[src/design/harp_consts.svh]
`ifndef HARP_CONSTS_SVH
`define HARP_CONSTS_SVH

// Voice count and datapath widths
`define HARP_VOICES 8
`define HARP_SAMPLE_W 32
`define HARP_PHASE_W 20
`define HARP_TIMER_W 26

// Eight voices at full level sum to 0x4000_0000 and stay positive
`define HARP_AMP_FULL 32'h0800_0000

// Amplitude lost per accepted sample while a plucked note fades
`define HARP_FADE_STEP 32'h0000_15D8

// One second at 50 MHz
`define HARP_DECAY_CYCLES 50_000_000

// Half periods in CLOCK_50 cycles, C4 up to C5
`define HARP_HALF_C 95556
`define HARP_HALF_D 85131
`define HARP_HALF_E 75843
`define HARP_HALF_F 71586
`define HARP_HALF_G 63776
`define HARP_HALF_A 56818
`define HARP_HALF_B 50619
`define HARP_HALF_C_HI 47778

`endif

[src/design/harp_pkg.sv]
`include "harp_consts.svh"

package harp_pkg;

	// Release behaviour once a string is cleared
	typedef enum logic [1:0] {
		MODE_STOP        = 2'b00,
		MODE_SUSTAIN     = 2'b01,
		MODE_PLUCK       = 2'b10,
		MODE_SUSTAIN_ALT = 2'b11
	} release_mode_t;

	typedef enum logic [2:0] {
		V_IDLE,
		V_HELD,
		V_SUSTAIN,
		V_PLUCK,
		V_FADE
	} voice_state_t;

	// Signed audio word, shared by voices and mixer
	typedef logic signed [`HARP_SAMPLE_W-1:0] sample_t;

	// FSM to level logic
	typedef struct packed {
		logic sounding;
		logic fading;
		logic restart;
	} voice_ctrl_t;

	// Decay timer to FSM
	typedef struct packed {
		logic half;
		logic done;
	} timer_stat_t;

endpackage

[src/design/decay_timer.sv]
`timescale 1ns/1ps
`include "harp_consts.svh"

module decay_timer #(
	parameter int unsigned decay_cycles = `HARP_DECAY_CYCLES
) (
	input  logic                  CLOCK_50,
	input  logic                  rst,
	input  logic                  run,
	output harp_pkg::timer_stat_t stat
);
	import harp_pkg::*;

	localparam int unsigned tw = `HARP_TIMER_W;
	localparam logic [tw-1:0] end_count = tw'(decay_cycles);
	localparam logic [tw-1:0] half_count = tw'(decay_cycles / 2);

	logic [tw-1:0] count;

	// Counts running cycles, holds at the end value
	always_ff @(posedge CLOCK_50)
	begin
		if (rst || !run)
		begin
			count <= '0;
		end
		else if (count != end_count)
		begin
			count <= count + 1'b1;
		end
	end

	// Half stays up from the midpoint until the count clears
	always_comb
	begin
		stat.half = (count >= half_count);
		stat.done = (count == end_count);
	end

endmodule

[src/design/tone_osc.sv]
`timescale 1ns/1ps
`include "harp_consts.svh"

module tone_osc #(
	parameter int unsigned half_period = `HARP_HALF_C
) (
	input  logic CLOCK_50,
	input  logic rst,
	input  logic enable,
	output logic phase
);

	localparam int unsigned pw = `HARP_PHASE_W;
	localparam logic [pw-1:0] half_count = pw'(half_period);
	localparam logic [pw-1:0] last_count = pw'(2 * half_period - 1);

	logic [pw-1:0] count;

	// One full period is two half periods
	always_ff @(posedge CLOCK_50)
	begin
		if (rst || !enable)
		begin
			count <= '0;
		end
		else if (count == last_count)
		begin
			count <= '0;
		end
		else
		begin
			count <= count + 1'b1;
		end
	end

	// High half first, so a fresh note starts positive
	assign phase = (count < half_count);

endmodule

[src/design/release_fsm.sv]
`timescale 1ns/1ps
`include "harp_consts.svh"

module release_fsm (
	input  logic                    CLOCK_50,
	input  logic                    rst,
	input  logic                    blocked,
	input  harp_pkg::release_mode_t mode,
	input  harp_pkg::timer_stat_t   stat,
	output logic                    timer_run,
	output harp_pkg::voice_ctrl_t   ctrl
);
	import harp_pkg::*;

	voice_state_t state;
	voice_state_t state_next;

	always_ff @(posedge CLOCK_50)
	begin
		if (rst)
		begin
			state <= V_IDLE;
		end
		else
		begin
			state <= state_next;
		end
	end

	always_comb
	begin
		state_next = state;
		// Blocking the string wins from any state
		if (blocked)
		begin
			state_next = V_HELD;
		end
		else
		begin
			case (state)
				V_IDLE:
					state_next = V_IDLE;
				V_HELD:
				begin
					case (mode)
						MODE_STOP:    state_next = V_IDLE;
						MODE_PLUCK:   state_next = V_PLUCK;
						default:      state_next = V_SUSTAIN;
					endcase
				end
				V_SUSTAIN:
				begin
					if (mode == MODE_STOP)
						state_next = V_IDLE;
				end
				V_PLUCK:
				begin
					// Done checked first in case the decay is very short
					if (stat.done)
						state_next = V_IDLE;
					else if (stat.half)
						state_next = V_FADE;
				end
				V_FADE:
				begin
					if (stat.done)
						state_next = V_IDLE;
				end
				default:
					state_next = V_IDLE;
			endcase
		end
	end

	// Restart follows the input so amp is full on the first held cycle
	always_comb
	begin
		ctrl.sounding = (state != V_IDLE);
		ctrl.fading   = (state == V_FADE);
		ctrl.restart  = blocked;
		timer_run     = (state == V_PLUCK) || (state == V_FADE);
	end

endmodule

[src/design/harp_voice.sv]
`timescale 1ns/1ps
`include "harp_consts.svh"

module harp_voice #(
	parameter int unsigned half_period  = `HARP_HALF_C,
	parameter int unsigned decay_cycles = `HARP_DECAY_CYCLES
) (
	input  logic                    CLOCK_50,
	input  logic                    rst,
	input  logic                    blocked,
	input  harp_pkg::release_mode_t mode,
	input  logic                    sample_taken,
	output harp_pkg::sample_t       level,
	output logic                    sounding
);
	import harp_pkg::*;

	localparam sample_t amp_full  = `HARP_AMP_FULL;
	localparam sample_t fade_step = `HARP_FADE_STEP;

	timer_stat_t stat;
	voice_ctrl_t ctrl;
	logic        timer_run;
	logic        phase;
	sample_t     amp;

	release_fsm u_fsm (
		.CLOCK_50 (CLOCK_50),
		.rst      (rst),
		.blocked  (blocked),
		.mode     (mode),
		.stat     (stat),
		.timer_run(timer_run),
		.ctrl     (ctrl)
	);

	decay_timer #(
		.decay_cycles(decay_cycles)
	) u_timer (
		.CLOCK_50(CLOCK_50),
		.rst     (rst),
		.run     (timer_run),
		.stat    (stat)
	);

	tone_osc #(
		.half_period(half_period)
	) u_osc (
		.CLOCK_50(CLOCK_50),
		.rst     (rst),
		.enable  (ctrl.sounding),
		.phase   (phase)
	);

	// Fade only steps when the codec really took a sample
	always_ff @(posedge CLOCK_50)
	begin
		if (ctrl.restart)
			amp <= amp_full;
		else if (ctrl.fading && sample_taken)
			amp <= (amp > fade_step) ? amp - fade_step : '0;
	end

	always_comb
	begin
		if (!ctrl.sounding)
			level = '0;
		else if (phase)
			level = amp;
		else
			level = -amp;
	end

	assign sounding = ctrl.sounding;

endmodule

[src/design/voice_mixer.sv]
`timescale 1ns/1ps
`include "harp_consts.svh"

module voice_mixer (
	input  logic                     CLOCK_50,
	input  logic                     rst,
	input  harp_pkg::sample_t        levels [`HARP_VOICES],
	input  logic [`HARP_VOICES-1:0]  sounding,
	input  logic                     sample_ready,
	output harp_pkg::sample_t        sample_data,
	output logic                     sample_valid,
	output logic                     sample_taken
);
	import harp_pkg::*;

	sample_t sum;
	logic    hold;

	// Amplitude limit keeps this sum inside the signed range
	always_comb
	begin
		sum = '0;
		for (int v = 0; v < `HARP_VOICES; v++)
		begin
			sum = sum + levels[v];
		end
	end

	// Offered sample must not move until it is taken
	assign hold = sample_valid && !sample_ready;

	always_ff @(posedge CLOCK_50)
	begin
		if (rst)
		begin
			sample_data  <= '0;
			sample_valid <= 1'b0;
		end
		else if (!hold)
		begin
			sample_data  <= sum;
			sample_valid <= |sounding;
		end
	end

	// Transfer pulse, fed back to every voice for the fade
	assign sample_taken = sample_valid && sample_ready;

endmodule

[src/design/harp_top.sv]
`timescale 1ns/1ps
`include "harp_consts.svh"

module harp_top #(
	parameter int unsigned decay_cycles = `HARP_DECAY_CYCLES
) (
	input  logic                    CLOCK_50,
	input  logic                    rst,
	input  logic [`HARP_VOICES-1:0] strings,
	input  harp_pkg::release_mode_t mode,
	input  logic                    sample_ready,
	output harp_pkg::sample_t       sample_data,
	output logic                    sample_valid
);
	import harp_pkg::*;

	// String i maps to entry i, low C first
	localparam int unsigned half_table [`HARP_VOICES] = '{
		`HARP_HALF_C, `HARP_HALF_D, `HARP_HALF_E, `HARP_HALF_F,
		`HARP_HALF_G, `HARP_HALF_A, `HARP_HALF_B, `HARP_HALF_C_HI
	};

	sample_t                 levels [`HARP_VOICES];
	logic [`HARP_VOICES-1:0] sounding;
	logic                    sample_taken;

	for (genvar i = 0; i < `HARP_VOICES; i++)
	begin : g_voice
		harp_voice #(
			.half_period (half_table[i]),
			.decay_cycles(decay_cycles)
		) u_voice (
			.CLOCK_50    (CLOCK_50),
			.rst         (rst),
			.blocked     (strings[i]),
			.mode        (mode),
			.sample_taken(sample_taken),
			.level       (levels[i]),
			.sounding    (sounding[i])
		);
	end

	voice_mixer u_mixer (
		.CLOCK_50    (CLOCK_50),
		.rst         (rst),
		.levels      (levels),
		.sounding    (sounding),
		.sample_ready(sample_ready),
		.sample_data (sample_data),
		.sample_valid(sample_valid),
		.sample_taken(sample_taken)
	);

endmodule

[config.mk]
export PLATFORM = sky130hd
export DESIGN_NAME = harp_top
export DESIGN_NICKNAME = d
export VERILOG_FILES = /design/src/design/harp_pkg.sv /design/src/design/decay_timer.sv /design/src/design/tone_osc.sv /design/src/design/release_fsm.sv /design/src/design/harp_voice.sv /design/src/design/voice_mixer.sv /design/src/design/harp_top.sv
export VERILOG_INCLUDE_DIRS = /design/src /design/src/design
export SDC_FILE = /design/constraint.sdc
export NUM_CORES = 2
export LEC_CHECK = 0
export BUFFER_PORTS_ARGS = -buffer_cell sky130_fd_sc_hd__buf_2
export CAP_MARGIN = 20
export CORE_MARGIN = 5
export CORE_UTILIZATION = 54
export CTS_CLUSTER_DIAMETER = 60
export DETAILED_ROUTE_END_ITERATION = 10
export GPL_ROUTABILITY_DRIVEN = 1
export HOLD_SLACK_MARGIN = 0.05
export PLACE_DENSITY_LB_ADDON = 0.08
export SYNTH_ARGS = -nofsm -noshare
export SYNTH_HDL_FRONTEND = slang
export SYNTH_SLANG_ARGS = --single-unit
[constraint.sdc]
create_clock -name CLOCK_50 -period 9.3 [get_ports CLOCK_50]
set_input_delay 0 -clock CLOCK_50 [delete_from_list [all_inputs] [get_ports CLOCK_50]]
set_output_delay 0 -clock CLOCK_50 [all_outputs]
set_load 0.02 [all_outputs]
==> results.md <==
Status:
- The flow ran to the end, and the final reports show no timing, DRC or antenna violations.

Placed design:
- The count of buffers added on input and output ports is 45.
- Detailed placement finished with a half-perimeter wire length of 79.6 mm.
- At the end of routability-driven placement, the weighted congestion stood at 0.957.

Power:
- Across the VDD grid, the largest voltage drop is 171 uV.
- For this design the static power due to leakage is 17.0 nW.
- Dividing total power by cell area gives a power density of 141 nW/um2.

Finish:
- The area of combinational cells with multiple inputs is 26,300 um2.
- The final-layout fill cell count is 7,011.
- The total area of sequential cells is 13,200 um2.
- Leaving out fill and tap cells, the most frequent cells in the layout are sky130_fd_sc_hd__nor2_1, sky130_fd_sc_hd__dfxtp_1, sky130_fd_sc_hd__nand2_1.
- Leaving out fill and tap cells, the most frequent cell in the layout is sky130_fd_sc_hd__nor2_1.
- Compared with the post-synthesis result, the final layout area differs by 8.77%.
- The share of final-layout standard cells stronger than drive strength 1 is 4.99%.
- The count of nets after finishing is 5,394.
- 0 antenna diodes ended up in the layout.

Routing:
- The antenna violation net count after detailed routing is 0.
- After detailed routing, the number of remaining DRC violations is 0.
- In the routed layout, each cell is associated on average with a via count of 5.54.
- The average wire length per cell after detail routing is 17.2 um.
- Summed over all layers, the routed wires come to 106 mm.
- The first detailed-routing pass ran for 5 iterations.
- The detailed router finished its first iteration with 2,574 violations.
- Across all layers, the routed design uses 34,100 vias.

Clock network:
- The master cell of the clock root buffer is sky130_fd_sc_hd__clkbuf_16.
- The number of sinks on the clock net is 657.
- Clock-pin slew was measured on the worst setup and hold paths at 0.06 ns.
- The later pin in the worst-skew pair is clocked with a latency of 0.63 ns.
- The longest clock path from root to sink contains 3 buffers.
- The buffer count from post-CTS setup fixing is 0.
- The number of buffers inserted during clock tree synthesis is 79.
- TritonCTS built the clock tree.
- Post-CTS repair changed the size of 0 cells.
- The total number of H-tree levels is 3.

STA:
- For the pin with the worst max-slew slack, the measured transition is 1.13 ns.
- The max-slew violation count is 0.
- The highest attainable clock frequency is 141 MHz.
- The worst hold margin is 0.0874 ns.
- The final cycle utilization of the critical path is 76.1%.
- The count of final setup violators is 0.
- After routing, the total negative slack on setup checks comes to 0 ns.
- Clock skew on the completed layout was measured at 0.0288 ns.
- The worst slew slack as a fraction of its limit is 24.5%.
- The final count of hold timing violations came to 0.
- The post-layout minimum cycle time is 7.07 ns.
- Setup repair after global routing left no endpoint under its margin.

Worst setup path:
- The cell repeated most along the worst path is sky130_fd_sc_hd__fa_1.
- In this design, the largest share of critical-path delay is due to adder cells.
- The total stage count of the critical path is 21.
- The required time of the critical path is 9.77 ns.
- The top fanout value on the critical path is 7.
- The critical path contains buffers and inverters numbering 2 combined.
- The slowest stage of the critical path belongs to the cell sky130_fd_sc_hd__o41ai_1.
- The critical path goes through nor2_1 -> nor4b_1 -> or3b_1 -> nor3_1 -> o21ai_0 -> a21oi_1 -> fa_1 -> fa_1 -> fa_1 -> inv_1 -> fa_1 -> inv_1 -> ha_1 -> nand3_1 -> o41ai_1 -> a31oi_1 -> a31o_2 -> o21ai_2 -> a31oi_1 -> xnor2_1 -> o31ai_2.
- STA classifies the critical path startpoint as a register.
- Data arrives at the worst endpoint at 7.54 ns.
- The start-to-end type of the worst setup path is register to register.
- The cell count of the worst reg-to-reg path is 21.
- The largest single stage delay on the critical path is 0.65 ns.
- The critical path endpoint category is a register.

Synth:
- The number of storage elements in the synthesis netlist is 657.
- After Yosys synthesis, full adders, half adders and majority gates account for 11.3% of the synthesized area.
- The count of flip-flops with a built-in enable after synthesis is 0.
- The largest family of logic cells by synthesized area is simple AND/OR/NAND/NOR gates.
- The distinct cell type count of the synthesized netlist is 88.
- The post-synth design cell area is 41,200 um2.
- The post-synthesis area per instance is 7.99 um2.
- Of the post-synthesis cell area, the part taken by muxes is 0.294%.
- Summing the areas of all compound-gate instances in the mapped netlist gives 8.85% of the synthesized area.
- The xor-xnor portion of the synthesized cell area is 15.8%.
- Synthesis produced a netlist whose cell count is 5,161.
- The share of async-settable or async-resettable flops after synthesis is 0%.
- The most frequently used flop master after synthesis is sky130_fd_sc_hd__dfxtp_1.
- After synthesis, flip-flops and latches occupy 31.9% of the total area.
- The simple-gate portion of the synthesized area is 27.3%.
- During synthesis, Yosys emitted a total of 0 warnings.

Floorplan:
- In this run the count of I/O pins placed on the die edge is 46.
- For this configuration, the core starts out at a cell density of 54.4%.
- The die is 286 um tall.
- In this run the standard cell core region covers 75,800 um2.
- In this run the core area contains 101 standard-cell rows.
- The horizontal die dimension is 286 um.
- The die footprint is 82,000 um2.

GRT:
- The via count of the first global-routing pass was 32,300.
- For this run the aggregate overflow at the end of global routing stands at 0.
- Entering global routing, the biggest net connects 61 pins.
- The overall fraction of global-route tracks in use is 25.4%.
- The initial antenna violation count is 1.
- The wire length of the first global-routing pass is 172 mm.

Worst hold path:
- The cell depth of the worst min-delay path is 5.
- The type of the most critical hold path is input pin to register.

Run:
- The reported max-cap violation count is 0.
[worst min-delay path, delay by kind of cell]
family                 cells  cell delay [ns]
buffers and inverters      2             0.35
AOI/OAI and AO/OA          1             0.17
and+or+nand+nor            2             0.13
[cell type report]
| cell class | count | area share (%) |
|---|---|---|
| inverter | 257 | 2.15 |
| timing repair buffer | 87 | 1.34 |
| sequential | 657 | 29.3 |
| tap | 978 | 2.73 |
| multi-input combinational | 4035 | 58.7 |
| clock inverter | 31 | 0.722 |
| clock buffer | 108 | 5.05 |
[state kept, by name (all words and copies together), names as in the netlist]
name / cells
g_voice.u_voice.amp: 232
g_voice.u_voice.u_timer.count: 208
g_voice.u_voice.u_osc.count: 160
u_mixer.sample_data: 32
g_voice.u_voice.u_fsm.state: 24
u_mixer.sample_valid: 1
[synthesized netlist by cell type (7+ instances only)]
library cell | n | area, um2
sky130_fd_sc_hd__nor2_1 | 1006 | 3780
sky130_fd_sc_hd__dfxtp_1 | 657 | 13200
sky130_fd_sc_hd__nand2_1 | 446 | 1670
sky130_fd_sc_hd__xor2_1 | 398 | 3490
sky130_fd_sc_hd__xnor2_1 | 336 | 2940
sky130_fd_sc_hd__a21oi_1 | 260 | 1300
sky130_fd_sc_hd__inv_1 | 257 | 965
sky130_fd_sc_hd__clkbuf_1 | 203 | 762
sky130_fd_sc_hd__nand3_1 | 191 | 956
sky130_fd_sc_hd__fa_1 | 181 | 3620
sky130_fd_sc_hd__nor3_1 | 152 | 761
sky130_fd_sc_hd__or3_1 | 130 | 813
sky130_fd_sc_hd__o21ai_0 | 122 | 611
sky130_fd_sc_hd__ha_1 | 83 | 1040
sky130_fd_sc_hd__and3_1 | 80 | 500
sky130_fd_sc_hd__nor4_1 | 79 | 494
sky130_fd_sc_hd__nand4_1 | 61 | 382
sky130_fd_sc_hd__a31oi_1 | 33 | 206
sky130_fd_sc_hd__or4_1 | 33 | 248
sky130_fd_sc_hd__nand2b_1 | 31 | 194
sky130_fd_sc_hd__o21ai_1 | 29 | 145
sky130_fd_sc_hd__nor2b_1 | 28 | 175
sky130_fd_sc_hd__o31ai_1 | 28 | 210
sky130_fd_sc_hd__a21o_1 | 27 | 203
sky130_fd_sc_hd__and2_1 | 25 | 156
sky130_fd_sc_hd__nand4b_1 | 21 | 184
sky130_fd_sc_hd__o21bai_1 | 21 | 158
sky130_fd_sc_hd__nand3b_1 | 16 | 120
sky130_fd_sc_hd__nor4b_1 | 14 | 123
sky130_fd_sc_hd__buf_2 | 12 | 60.1
sky130_fd_sc_hd__a211oi_1 | 11 | 82.6
sky130_fd_sc_hd__and4_1 | 11 | 96.3
sky130_fd_sc_hd__mux2i_1 | 11 | 110
sky130_fd_sc_hd__o41ai_1 | 11 | 96.3
sky130_fd_sc_hd__or2_2 | 11 | 68.8
sky130_fd_sc_hd__o21a_1 | 10 | 75.1
sky130_fd_sc_hd__nor3b_1 | 9 | 67.6
sky130_fd_sc_hd__o211ai_1 | 9 | 67.6
sky130_fd_sc_hd__o31a_1 | 9 | 78.8
sky130_fd_sc_hd__or2_1 | 8 | 50.1
sky130_fd_sc_hd__nor4bb_1 | 7 | 70.1
[metal layers]
metal / vias up / share of wire (%) / wire [um] / track usage, %
met3: 197 / 5.2 / 5510 / 3.46
met2: 779 / 45 / 48000 / 41.3
met4: 0 / 3.9 / 4070 / 8.85
li1: 17100 / - / - / -
met1: 16000 / 46 / 48100 / 35.0
met5: - / 0 / 0 / 0
[what timing repair did]
action / 4_1_cts / 5_1_grt
endpoints found under the hold margin: 34 / 0
hold buffers: 15 / 0
endpoints found under the setup margin: 0 / 0
[worst paths after layout]
kind / from / to / slack (ns)
hold / removal: mode[1] / g_voice[4].u_voice.u_fsm.state[1]$_SDFFE_PP0P_ / 0.09
hold reg to reg: u_mixer.sample_data[2]$_SDFFE_PP0N_ / u_mixer.sample_data[2]$_SDFFE_PP0N_ / 0.45
setup / recovery: g_voice[0].u_voice.amp[5]$_SDFFE_PP0P_ / u_mixer.sample_data[31]$_SDFFE_PP0N_ / 2.23
setup reg to reg: g_voice[0].u_voice.amp[5]$_SDFFE_PP0P_ / u_mixer.sample_data[31]$_SDFFE_PP0N_ / 2.23
[power breakdown]
part	leakage [nW]	switching (W)	internal (W)
Sequential	5.30	0.0000214	0.00284
Clock	1.27	0.00124	0.00183
Combinational	10.4	0.000257	0.000140
[metrics by stage]
stage / instance area [um2] / instances / setup slack (ns) / util [%] / total power [W]
final: 44900 / 6153 / 2.23 / 59.2 / 0.00633
after detailed placement: 42100 / 5995 / 2.34 / 55.5 / 0.00330
after global routing: 44900 / 6153 / 1.70 / 59.2 / 0.00657
after global placement: 42100 / 5995 / 2.39 / 55.5 / 0.00329
after CTS: 44800 / 6149 / 2.28 / 59.1 / 0.00639
after floorplan: 41300 / 5177 / 2.77 / - / 0.00320
[logic make-up after synthesis]
kind of cell,count (synthesis)
DFF,657
and+or+nand+nor,2392
adders and majority gates,264
AOI/OAI and AO/OA,612
other,2
buffers and inverters,485
muxes,12
xor gates and xnor gates,737
No activity file was read; power rests on OpenSTA's default activity.
